**src/decodePkg.sv**
```systemverilog
package decodePkg;

    localparam int xlen     = 32;
    localparam int regAddrW = 5;

    // Major opcodes kept by the decoder
    typedef enum logic [6:0] {
        opLoad   = 7'b0000011,
        opI      = 7'b0010011,
        opAuipc  = 7'b0010111,
        opStore  = 7'b0100011,
        opR      = 7'b0110011,
        opLui    = 7'b0110111,
        opBranch = 7'b1100011,
        opJalr   = 7'b1100111,
        opJal    = 7'b1101111
    } opcodeE;

    // ALU and compare operations
    typedef enum logic [3:0] {
        aluAdd  = 4'b0000,
        aluSub  = 4'b0001,
        aluAnd  = 4'b0010,
        aluOr   = 4'b0011,
        aluXor  = 4'b0100,
        aluSll  = 4'b0101,
        aluSrl  = 4'b0110,
        aluSra  = 4'b0111,
        aluSlt  = 4'b1000,
        aluSltu = 4'b1001,
        aluBeq  = 4'b1010,
        aluBne  = 4'b1011,
        aluBlt  = 4'b1100,
        aluBge  = 4'b1101,
        aluBltu = 4'b1110,
        aluBgeu = 4'b1111
    } aluOpE;

    typedef enum logic [1:0] {
        memDisable  = 2'b00,
        memReadSext = 2'b01,
        memReadZext = 2'b10,
        memWrite    = 2'b11
    } memOpE;

    // Encoding matches funct3[1:0] of loads and stores
    typedef enum logic [1:0] {
        sizeByte = 2'b00,
        sizeHalf = 2'b01,
        sizeWord = 2'b10
    } memSizeE;

    // Operand B source
    typedef enum logic [1:0] {
        selRs2  = 2'b00,
        selImm  = 2'b01,
        selFour = 2'b10
    } selBE;

    typedef enum logic [2:0] {
        immNone  = 3'd0,
        immI     = 3'd1,
        immShift = 3'd2,
        immS     = 3'd3,
        immB     = 3'd4,
        immU     = 3'd5,
        immJ     = 3'd6
    } immFmtE;

    typedef struct packed {
        aluOpE   aluOp;
        logic    selA;       // 0 rs1, 1 pc
        selBE    selB;
        logic    aluToReg;
        memOpE   memOp;
        memSizeE memSize;
        logic    branch;
        logic    jal;
        logic    jalr;
        logic    readsRs1;
        logic    readsRs2;
        immFmtE  immFmt;
    } ctrlT;

    typedef struct packed {
        logic [regAddrW-1:0] rs1;
        logic [regAddrW-1:0] rs2;
        logic [regAddrW-1:0] rd;
        logic [xlen-1:0]     imm;
        ctrlT                ctrl;
        logic [xlen-1:0]     pc;
    } decodeOutT;

endpackage
```
**src/decodeStage.sv**
```systemverilog
`timescale 1ns/100ps

module decodeStage
    import decodePkg::*;
(
    input  logic        clk,
    input  logic        arstN,
    input  logic [31:0] instr,
    input  logic [31:0] pcIn,
    input  logic        hold,
    output decodeOutT   out,
    output logic        collision
);

    logic [6:0]          opcode;
    logic [2:0]          funct3;
    logic [6:0]          funct7;
    ctrlT                ctrl;
    logic [xlen-1:0]     imm;
    logic [regAddrW-1:0] rs1;
    logic [regAddrW-1:0] rs2;
    logic [regAddrW-1:0] rd;
    logic                isLoad;
    logic                writesRd;
    logic                accept;
    logic                collisionNext;
    decodeOutT           outNext;

    assign opcode = instr[6:0];
    assign funct3 = instr[14:12];
    assign funct7 = instr[31:25];
    assign accept = !hold;

    ctrlDecode ctrlDecode0 (
        .opcode (opcode),
        .funct3 (funct3),
        .funct7 (funct7),
        .ctrl   (ctrl)
    );

    immGen immGen0 (
        .instr (instr),
        .fmt   (ctrl.immFmt),
        .imm   (imm)
    );

    assign isLoad = (ctrl.memOp == memReadSext) || (ctrl.memOp == memReadZext);
    assign writesRd = ctrl.aluToReg || isLoad;

    // Unused register fields reported as zero
    assign rs1 = ctrl.readsRs1 ? instr[19:15] : '0;
    assign rs2 = ctrl.readsRs2 ? instr[24:20] : '0;
    assign rd = writesRd ? instr[11:7] : '0;

    loadUseDetect loadUseDetect0 (
        .clk           (clk),
        .arstN         (arstN),
        .accept        (accept),
        .rs1           (rs1),
        .rs2           (rs2),
        .readsRs1      (ctrl.readsRs1),
        .readsRs2      (ctrl.readsRs2),
        .isLoad        (isLoad),
        .rd            (rd),
        .collisionNext (collisionNext)
    );

    always_comb begin
        outNext.rs1 = rs1;
        outNext.rs2 = rs2;
        outNext.rd = rd;
        outNext.imm = imm;
        outNext.ctrl = ctrl;
        // A bubble carries no pc either
        outNext.pc = (ctrl == '0) ? '0 : pcIn;
    end

    always_ff @(posedge clk or negedge arstN) begin
        if (!arstN) begin
            out <= '0;
            collision <= 1'b0;
        end else if (accept) begin
            out <= outNext;
            collision <= collisionNext;
        end
    end

    // Control flow kinds are exclusive
    assert property (@(posedge clk) disable iff (!arstN)
        $onehot0({out.ctrl.branch, out.ctrl.jal, out.ctrl.jalr}));

    // Size only means something for memory access
    assert property (@(posedge clk) disable iff (!arstN)
        (out.ctrl.memSize != sizeByte) |-> (out.ctrl.memOp != memDisable));

endmodule

```
**src/loadUseDetect.sv**
```systemverilog
`timescale 1ns/100ps

module loadUseDetect
    import decodePkg::*;
(
    input  logic                clk,
    input  logic                arstN,
    input  logic                accept,
    input  logic [regAddrW-1:0] rs1,
    input  logic [regAddrW-1:0] rs2,
    input  logic                readsRs1,
    input  logic                readsRs2,
    input  logic                isLoad,
    input  logic [regAddrW-1:0] rd,
    output logic                collisionNext
);

    logic                loadValid;
    logic [regAddrW-1:0] loadRd;

    // Kept only for a load into a real register
    always_ff @(posedge clk or negedge arstN) begin
        if (!arstN) begin
            loadValid <= 1'b0;
            loadRd <= '0;
        end else if (accept) begin
            loadValid <= isLoad && (rd != '0);
            loadRd <= rd;
        end
    end

    assign collisionNext = loadValid &&
                           ((readsRs1 && rs1 == loadRd) || (readsRs2 && rs2 == loadRd));

    // Unread indices arrive as zero from the top
    assert property (@(posedge clk) disable iff (!arstN)
        (readsRs1 || rs1 == '0) && (readsRs2 || rs2 == '0));

endmodule

```
**src/ctrlDecode.sv**
```systemverilog
`timescale 1ns/100ps

module ctrlDecode
    import decodePkg::*;
(
    input  logic [6:0] opcode,
    input  logic [2:0] funct3,
    input  logic [6:0] funct7,
    output ctrlT       ctrl
);

    ctrlT c;
    logic legal;
    logic alt;

    // Integer op from funct3; alt selects SUB or SRA
    function automatic aluOpE aluArith(input logic [2:0] f3, input logic altOp);
        aluOpE op;
        case (f3)
            3'b000:  op = altOp ? aluSub : aluAdd;
            3'b001:  op = aluSll;
            3'b010:  op = aluSlt;
            3'b011:  op = aluSltu;
            3'b100:  op = aluXor;
            3'b101:  op = altOp ? aluSra : aluSrl;
            3'b110:  op = aluOr;
            default: op = aluAnd;
        endcase
        return op;
    endfunction

    function automatic aluOpE aluBranch(input logic [2:0] f3);
        aluOpE op;
        case (f3)
            3'b000:  op = aluBeq;
            3'b001:  op = aluBne;
            3'b100:  op = aluBlt;
            3'b101:  op = aluBge;
            3'b110:  op = aluBltu;
            default: op = aluBgeu;
        endcase
        return op;
    endfunction

    // Bit 30 of the instruction
    assign alt = funct7[5];

    always_comb begin
        c = '0;
        legal = 1'b0;
        case (opcode)
            opR: begin
                c.selB = selRs2;
                c.aluToReg = 1'b1;
                c.readsRs1 = 1'b1;
                c.readsRs2 = 1'b1;
                c.aluOp = aluArith(funct3, alt);
                legal = (funct7 == 7'b0000000) ||
                        (funct7 == 7'b0100000 && (funct3 == 3'b000 || funct3 == 3'b101));
            end
            opI: begin
                c.selB = selImm;
                c.aluToReg = 1'b1;
                c.readsRs1 = 1'b1;
                // ADDI has no subtract form
                c.aluOp = aluArith(funct3, alt && funct3 == 3'b101);
                if (funct3 == 3'b001 || funct3 == 3'b101) begin
                    c.immFmt = immShift;
                    legal = (funct7 == 7'b0000000) ||
                            (funct7 == 7'b0100000 && funct3 == 3'b101);
                end else begin
                    c.immFmt = immI;
                    legal = 1'b1;
                end
            end
            opLoad: begin
                c.aluOp = aluAdd;
                c.selB = selImm;
                c.readsRs1 = 1'b1;
                c.immFmt = immI;
                c.memOp = funct3[2] ? memReadZext : memReadSext;
                c.memSize = memSizeE'(funct3[1:0]);
                legal = funct3 inside {3'b000, 3'b001, 3'b010, 3'b100, 3'b101};
            end
            opStore: begin
                c.aluOp = aluAdd;
                c.selB = selImm;
                c.readsRs1 = 1'b1;
                c.readsRs2 = 1'b1;
                c.immFmt = immS;
                c.memOp = memWrite;
                c.memSize = memSizeE'(funct3[1:0]);
                legal = funct3 inside {3'b000, 3'b001, 3'b010};
            end
            opBranch: begin
                c.aluOp = aluBranch(funct3);
                c.selB = selRs2;
                c.branch = 1'b1;
                c.readsRs1 = 1'b1;
                c.readsRs2 = 1'b1;
                c.immFmt = immB;
                legal = !(funct3 inside {3'b010, 3'b011});
            end
            opJal: begin
                // Link value is pc + 4
                c.aluOp = aluAdd;
                c.selA = 1'b1;
                c.selB = selFour;
                c.aluToReg = 1'b1;
                c.jal = 1'b1;
                c.immFmt = immJ;
                legal = 1'b1;
            end
            opJalr: begin
                c.aluOp = aluAdd;
                c.selA = 1'b1;
                c.selB = selFour;
                c.aluToReg = 1'b1;
                c.jalr = 1'b1;
                c.readsRs1 = 1'b1;
                c.immFmt = immI;
                legal = (funct3 == 3'b000);
            end
            opLui: begin
                // x0 + imm
                c.aluOp = aluAdd;
                c.selB = selImm;
                c.aluToReg = 1'b1;
                c.immFmt = immU;
                legal = 1'b1;
            end
            opAuipc: begin
                c.aluOp = aluAdd;
                c.selA = 1'b1;
                c.selB = selImm;
                c.aluToReg = 1'b1;
                c.immFmt = immU;
                legal = 1'b1;
            end
            default: begin
                legal = 1'b0;
            end
        endcase
        ctrl = legal ? c : '0;
    end

endmodule

```
**src/immGen.sv**
```systemverilog
`timescale 1ns/100ps

module immGen
    import decodePkg::*;
(
    input  logic [31:0]     instr,
    input  immFmtE          fmt,
    output logic [xlen-1:0] imm
);

    logic sign;

    assign sign = instr[31];

    always_comb begin
        case (fmt)
            immI: begin
                imm = {{(xlen-12){sign}}, instr[31:20]};
            end
            immShift: begin
                // Shift amount only, never sign-extended
                imm = {{(xlen-5){1'b0}}, instr[24:20]};
            end
            immS: begin
                imm = {{(xlen-12){sign}}, instr[31:25], instr[11:7]};
            end
            immB: begin
                // Offset in halfwords, bit 0 always zero
                imm = {{(xlen-13){sign}}, instr[31], instr[7], instr[30:25],
                       instr[11:8], 1'b0};
            end
            immU: begin
                imm = {instr[31:12], 12'b0};
            end
            immJ: begin
                imm = {{(xlen-21){sign}}, instr[31], instr[19:12], instr[20],
                       instr[30:21], 1'b0};
            end
            default: begin
                imm = '0;
            end
        endcase
    end

endmodule

```
**config.mk**
```make
export PLATFORM = sky130hd
export DESIGN_NAME = decodeStage
export DESIGN_NICKNAME = d
export VERILOG_FILES = /design/src/decodePkg.sv /design/src/decodeStage.sv /design/src/loadUseDetect.sv /design/src/ctrlDecode.sv /design/src/immGen.sv
export SDC_FILE = /design/constraint.sdc
export NUM_CORES = 1
export LEC_CHECK = 0
export BUFFER_PORTS_ARGS = -buffer_cell sky130_fd_sc_hd__clkbuf_2
export CORE_MARGIN = 3
export CORE_UTILIZATION = 45
export CTS_CLUSTER_SIZE = 20
export DETAILED_ROUTE_END_ITERATION = 10
export PLACE_DENSITY = 0.84
export SYNTH_ARGS = -nofsm -noshare
export SYNTH_HDL_FRONTEND = slang
export SYNTH_SLANG_ARGS = --single-unit
```
**constraint.sdc**
```tcl
create_clock -name clk -period 1.18 [get_ports clk]
set_input_delay 0.177 -clock clk [delete_from_list [all_inputs] [get_ports clk]]
set_output_delay 0.177 -clock clk [all_outputs]
set_load 0.01 [all_outputs]
```
==> results.yml, run 1 <==
timing:
  setup_violations: 102
  slew_headroom_pct: 71.72
  final_hold_viol_count: 0
  rsz0062_at_grt: "true"
  worst_pin_slew_ns: 0.4216
  timing.final.ws_setup_ns: -0.9216
  finalMaxSlewViolations: 0
  fmax_ghz: 0.4758
  fin_tns_setup_ns: -67.35
  whs_ns: 0.01423
  skew_ns: 0.01280
  finalCritPeriodShare_pct: 178.1
  period_minus_slack_ns: 2.102
yosys:
  yosysUniqueCellTypes: 64
  synth_top_area_share_pct: 53.10
  syn_nets: 516
  synthArstFlopShare_pct: 100.0
  muxShareOfSynthArea_pct: 0.4732
  synth_compound_area_share_pct: 24.95
  seq_area_frac_synth_pct: 53.10
  synthCells: 448
  synth-seq-cells: 101
  synth_common_cells: "101 x dfrtp_1, 86 x nand2_1, 47 x a22o_1"
  synth_simple_gate_area_share_pct: 14.22
  synth_xor_area_share_pct: 2.182
  synthTopCellsByArea: "dfrtp_1 53%, a22o_1 8.6%, nand2_1 6.8%, o21ai_0 4.4%, a21oi_1 1.9%"
  synth_area_um2: 4760
  ys.flop_type: "dfrtp_1"
  yosys_warnings: 0
  synth_edf_count: 0
  avgSynthCellArea_um2: 10.62
  synth_top_family_by_area: "compound AO/OA/AOI/OAI gates"
  yosysMostFrequentCell: "dfrtp_1"
  yosys.area.top_type: "dfrtp_1"
  synth_fa_ha_area_share_pct: 0.2629
cts:
  clk_latency_ns: 0.36
  cts_max_path_buffers: 2
  cts.sinks: 101
  cts_tree: "built"
  cts_root_buffer: "clkbuf_8"
  clk_pin_slew_ns: 0.10
  cts-buffers-inserted: 9
  h-tree-depth: 3
routing:
  antenna_left: 0
  first_iter_violations: 437
  route.detailed.drc: 0
  finalWirelength_um: 16390
  drt_pass1_iterations: 6
  vias_per_cell: 5.715
  wire_per_inst_um: 19.49
  num_vias: 4806
min_path:
  hold_start: "pcIn[6]"
  hold_class: "primary input to flop"
global_routing:
  grt_overflow_total: 0
  gr-usage-all-layers_pct: 25.55
  grt_max_degree: 76
  grt_pass1_wl_um: 23490
  antenna_found_initial: 0
  grt_pass1_vias: 4658
worst_setup_path:
  cp_data_required_time_ns: 1.48
  end_kind: "flop"
  path_max_fanout: 8
  start_kind: "primary input"
  crit_buf_inv: 3
  critPathSlowestCell: "or3_4"
  path_cells: "clkbuf_2 > nand4bb_4 > or3_4 > o2111ai_4 > nor3_2 > a21o_1 > o21ai_2 > inv_2 > ha_4 > a21oi_4 > clkbuf_16 > a22o_1"
  crit_family: "compound AO/OA/AOI/OAI gates"
  rr_startpoint: "loadUseDetect0.loadRd[4]"
  startpoint: "instr[2]"
  max_stage_delay_ns: 0.41
  critPathArrivalTime_ns: 2.40
  crit_type: "primary input to flop"
power:
  p_per_area_nw_per_um2: 945.0
  switching_share_pct: 25.71
  netSwitchingPower_mw: 1.762
  comb_power_share_pct: 12.8
  intPower_mw: 5.090
  peakVddDrop_uv: 735.6
  total_power_mw: 6.852
  power_frac_seq_pct: 51.4
  power_frac_clock_pct: 35.8
  power.leakage_nw: 3.669
cells_and_area:
  area_growth_pct: 52.34
  antenna_cells: 0
  drive_gt1_share_pct: 52.40
  fin_area_um2: 7251
  post-route-util_pct: 72.18
  finalNetCount: 772
placement:
  placed_cell_area_um2: 6351
  gp_congestion: 0.8952
  io_buffers: 166
  post-dp-hpwl_um: 11150
die:
  coreArea_um2: 10040
  start_util_pct: 47.38
  die_y_um: 108.8
  rows: 36
  die_w_um: 108.8
  die-area_um2: 11850
  pin_count: 167
run_status:
  violations: "negative setup slack"
  status: "finished with violations"
flow_run:
  max_cap_viol_count: 0
==> final cells by class <==
class	instances	area (um2)
Sequential cell	101	2527
Timing Repair Buffer	274	1942
Clock buffer	10	127.6
Fill cell	681	2794
Tap cell	133	166.4
Clock inverter	5	85.08
Inverter	8	30.03
Multi-Input combinational cell	310	2372
==> power by group through the flow <==
stage,sequential (mW),clock (mW),combinational (mW)
3_3_place_gp,3.59,0,0.736
6_report,3.52,2.45,0.880
2_1_floorplan,3.60,0,0.270
5_1_grt,3.53,2.60,0.942
3_5_place_dp,3.59,0,0.752
4_1_cts,3.52,2.45,0.804
==> logic make-up after synthesis <==
group / after synthesis
flip-flops: 101
AND/OR/NAND/NOR: 138
adder cells (fa/ha/maj): 1
buffers and inverters: 37
AO/OA/AOI/OAI: 158
XOR/XNOR: 11
multiplexers: 2
==> flip-flops by register name, summed over array words and instances (netlist names) <==
register / cells
out: 94
loadUseDetect0.loadRd: 5
collision: 1
loadUseDetect0.loadValid: 1
==> repair_timing <==
action	in CTS	in global routing
gates cloned	2	2
endpoints found under the hold margin	22	0
setup endpoints to repair	102	103
buffers inserted	13	13
resized for setup	43	77
pin swaps	28	27
hold buffers	1	0
==> stage by stage <==
step	instances	setup slack [ns]
5_1_grt	841	-0.9563
2_1_floorplan	448	-1.134
3_5_place_dp	804	-1.276
6_report	841	-0.9216
3_3_place_gp	804	-1.222
4_1_cts	830	-0.8151
==> worst reg2reg max path, stage by stage (launching register included) <==
cell and delay (ns):
dfrtp_1 0.42, xnor2_1 0.15, nand3_1 0.12, nor4_2 0.32, a41oi_2 0.07, o31ai_1 0.22
==> routing by layer <==
layer | vias up | routed length (um) | global-route usage (%)
met5 | - | 0 | 0
met4 | 0 | 502 | 9.017
met3 | 48 | 1047 | 4.026
met2 | 212 | 8364 | 42.63
met1 | 2409 | 6477 | 33.88
li1 | 2137 | - | -
==> final timing paths <==
| check | to | slack [ns] | depth (start not counted) |
|---|---|---|---|
| max | out[12] | -0.92 | 12 |
| min reg2reg | out[46] | 0.49 | 2 |
| min | out[6] | 0.01 | 2 |
| max in group asynchronous | out[37] | 0.41 | 3 |
| max reg2reg | collision | -0.23 | 5 |
| min in group asynchronous | out[11] | 0.24 | 2 |
==> cell usage in the layout (no fill, tap or decap), types with 2 or more instances in the layout <==
cell / Yosys / final
a22oi_2: 0 / 3
o21ai_1: 0 / 7
nor2_2: 0 / 5
o31ai_2: 0 / 2
a21oi_2: 1 / 10
o41ai_1: 2 / 2
a21o_1: 12 / 12
o21ai_0: 42 / 21
dfrtp_1: 101 / 101
nor3_2: 0 / 2
bufinv_16: 0 / 2
nand2_1: 86 / 80
o21ai_2: 0 / 14
a22oi_1: 5 / 2
nor2_1: 18 / 13
a21oi_4: 3 / 7
buf_6: 7 / 25
clkbuf_8: 2 / 12
buf_12: 0 / 9
nand4_1: 2 / 2
inv_1: 7 / 6
nor2b_1: 3 / 3
a21oi_1: 18 / 5
nand4_4: 0 / 2
a22o_1: 47 / 47
or3_4: 1 / 2
clkbuf_2: 1 / 153
buf_4: 1 / 79
and2_1: 2 / 2
xor2_1: 5 / 5
a2bb2oi_2: 0 / 7
nand2_2: 0 / 5
o31ai_1: 5 / 3
nand3_1: 3 / 3
xnor2_1: 5 / 5
clkbuf_16: 0 / 2
nand3b_1: 2 / 2
(Power assumes the default switching activity.)
==> inputs of run 2 (changes only) <==
==> constraint.sdc (replaced) <==
create_clock -name clk -period 1.18 [get_ports clk]
set_input_delay 0.177 -clock clk [delete_from_list [all_inputs] [get_ports clk]]
set_output_delay 0.177 -clock clk [all_outputs]
set_load 0.02 [all_outputs]
==> run 2 against run 1 <==
- the flow still finishes with violations (negative setup slack)
- wire length increased by 12%
- first-iteration DRC count increased by 34%
- maximum frequency decreased by 2.4%
- cell area increased by 2.4%
- global-route usage increased by 0.96 points
- register-to-register slack got worse by 0.09 ns
- power decreased by 2.9%
- sequential share of layout area decreased by 0.81 points
- non-clock buffer count increased by 6
- count of clock-buffer cells in the layout unchanged
- die area unchanged
- via count increased by 6.2%
- largest power group unchanged
- highest routed layer unchanged
==> results.yml, run 2 (synthesis results as in run 1) <==
run_status:
  status: "finished with violations"
  violations: "negative setup slack"
routing:
  antenna_left: 0
  wl_met3_um: 1327
  num_vias: 5106
  wl_met1_um: 6922
  vias_per_cell: 6.021
  met2_length_um: 9202
  drt_pass1_iterations: 5
  route.detailed.drc: 0
  wire_per_inst_um: 21.70
  route.top_layer_used: "met4"
  first_iter_violations: 585
  finalWirelength_um: 18410
cells_and_area:
  area_growth_pct: 56.02
  multiInputGateArea_um2: 2484
  final_cells: 848
  post-route-util_pct: 73.93
  largest-register: "out"
  antenna_cells: 0
  layout_commonest_cell: "clkbuf_2"
  seq_area_um2: 2529
  largest_reg_flops: 94
  reg_top3: "out (94), loadUseDetect0.loadRd (5)"
  drive_gt1_share_pct: 54.27
  finalNetCount: 778
  final_cell_mix: "154 x clkbuf_2, 100 x dfrtp_1, 82 x buf_4, 79 x nand2_1, 47 x a22o_1"
  fin_area_um2: 7426
  fillers: 615
power:
  peakVddDrop_uv: 628.8
  p_per_area_nw_per_um2: 895.6
  power.leakage_nw: 3.744
placement:
  dp.cells: 802
  io_buffers: 166
  post-dp-hpwl_um: 11320
  placed_cell_area_um2: 6324
  gp_congestion: 0.9777
cts:
  clk_latency_ns: 0.36
  cts.sinks: 101
  clk_pin_slew_ns: 0.11
  h-tree-depth: 3
  cts_max_path_buffers: 2
  cts_root_buffer: "clkbuf_8"
  cts-buffers-inserted: 9
  cts_tree: "built"
global_routing:
  grt_max_degree: 86
  grt_overflow_total: 0
  antenna_found_initial: 0
  grt_pass1_wl_um: 24360
  grt_pass1_vias: 4868
  gr-usage-all-layers_pct: 26.50
die:
  start_util_pct: 47.38
  die_w_um: 108.8
  coreArea_um2: 10040
  die-area_um2: 11850
  pin_count: 167
  rows: 36
  die_y_um: 108.8
timing:
  whs_ns: 0.02221
  setup_violations: 104
  timing.final.ws_setup_ns: -0.9740
  finalMaxSlewViolations: 0
  final_hold_viol_count: 0
  rsz0062_at_grt: "true"
  slew_headroom_pct: 63.17
  finalCritPeriodShare_pct: 182.5
  fmax_ghz: 0.4643
  period_minus_slack_ns: 2.154
  worst_pin_slew_ns: 0.5524
  skew_ns: 0.0006296
  fin_tns_setup_ns: -72.54
worst_setup_path:
  cp_data_required_time_ns: 1.43
  path_max_fanout: 5
  crit_type: "primary input to flop"
  end_kind: "flop"
  critPathArrivalTime_ns: 2.40
  start_kind: "primary input"
flow_run:
  max_cap_viol_count: 0
min_path:
  hold_class: "primary input to flop"
[run 2: changes by cell type in the layout (fill, tap and decap cells not counted), moves of 4 or more]
cell / previous run / this run
o21ai_0: 21 / 10
buf_8: 1 / 10
o21ai_1: 7 / 13
a21oi_2: 10 / 5
o21ai_2: 14 / 19
buf_6: 25 / 21
[run 2: metrics by stage]
stage,worst slack (ns),power [mW]
floorplan,-1.134,3.903
global placement,-1.222,4.351
detailed placement,-1.331,4.375
CTS,-0.8269,6.482
global route,-0.9855,6.875
finish,-0.9740,6.650
[run 2: final cells by class]
type | instances | area share [%]
multi-input combinational | 310 | 33.45
inverter | 8 | 0.4044
clock buffer | 10 | 1.719
clock inverter | 6 | 0.7751
tap | 133 | 2.241
timing repair buffer | 280 | 27.36
sequential | 101 | 34.05
[run 2: final timing paths]
path / startpoint / to / slack, ns / depth (start not counted)
min in group asynchronous: arstN / out[8] / 0.16 / 2
max in group asynchronous: arstN / out[49] / 0.32 / 3
hold / removal: pcIn[11] / out[11] / 0.02 / 2
hold reg to reg: out[45] / out[45] / 0.49 / 2
setup reg to reg: loadUseDetect0.loadRd[3] / collision / -0.32 / 5
setup / recovery: instr[2] / loadUseDetect0.loadRd[2] / -0.97 / 13
[run 2: power by group]
group	switching, mW	total (mW)	internal [mW]	leakage [nW]
logic	0.565	0.979	0.413	2.25
clock network	1.34	2.15	0.807	0.0863
registers	0.0251	3.52	3.50	1.40
[run 2: per-layer routing]
metal	GRT usage, %	up-vias
li1	-	2146
met1	33.89	2547
met2	43.87	320
met3	5.033	93
met4	11.81	0
met5	0	-
[run 2: critical path, cell delays in order]
cell and delay, ns:
buf_8 0.10, buf_6 0.10, and4b_2 0.22, nand4b_1 0.19, o2111ai_4 0.18, or3_4 0.40
nor2_4 0.13, nor2_1 0.06, nand2_1 0.12, ha_4 0.22, a211oi_2 0.17, nor2_2 0.10
a22o_1 0.22
[run 2: timing repair]
item	in CTS	in global routing
hold endpoints to repair	101	0
pin swaps	26	37
cloned	0	3
buffers inserted	24	16
resized for setup	59	103
hold buffers	1	0
setup endpoints to repair	102	104
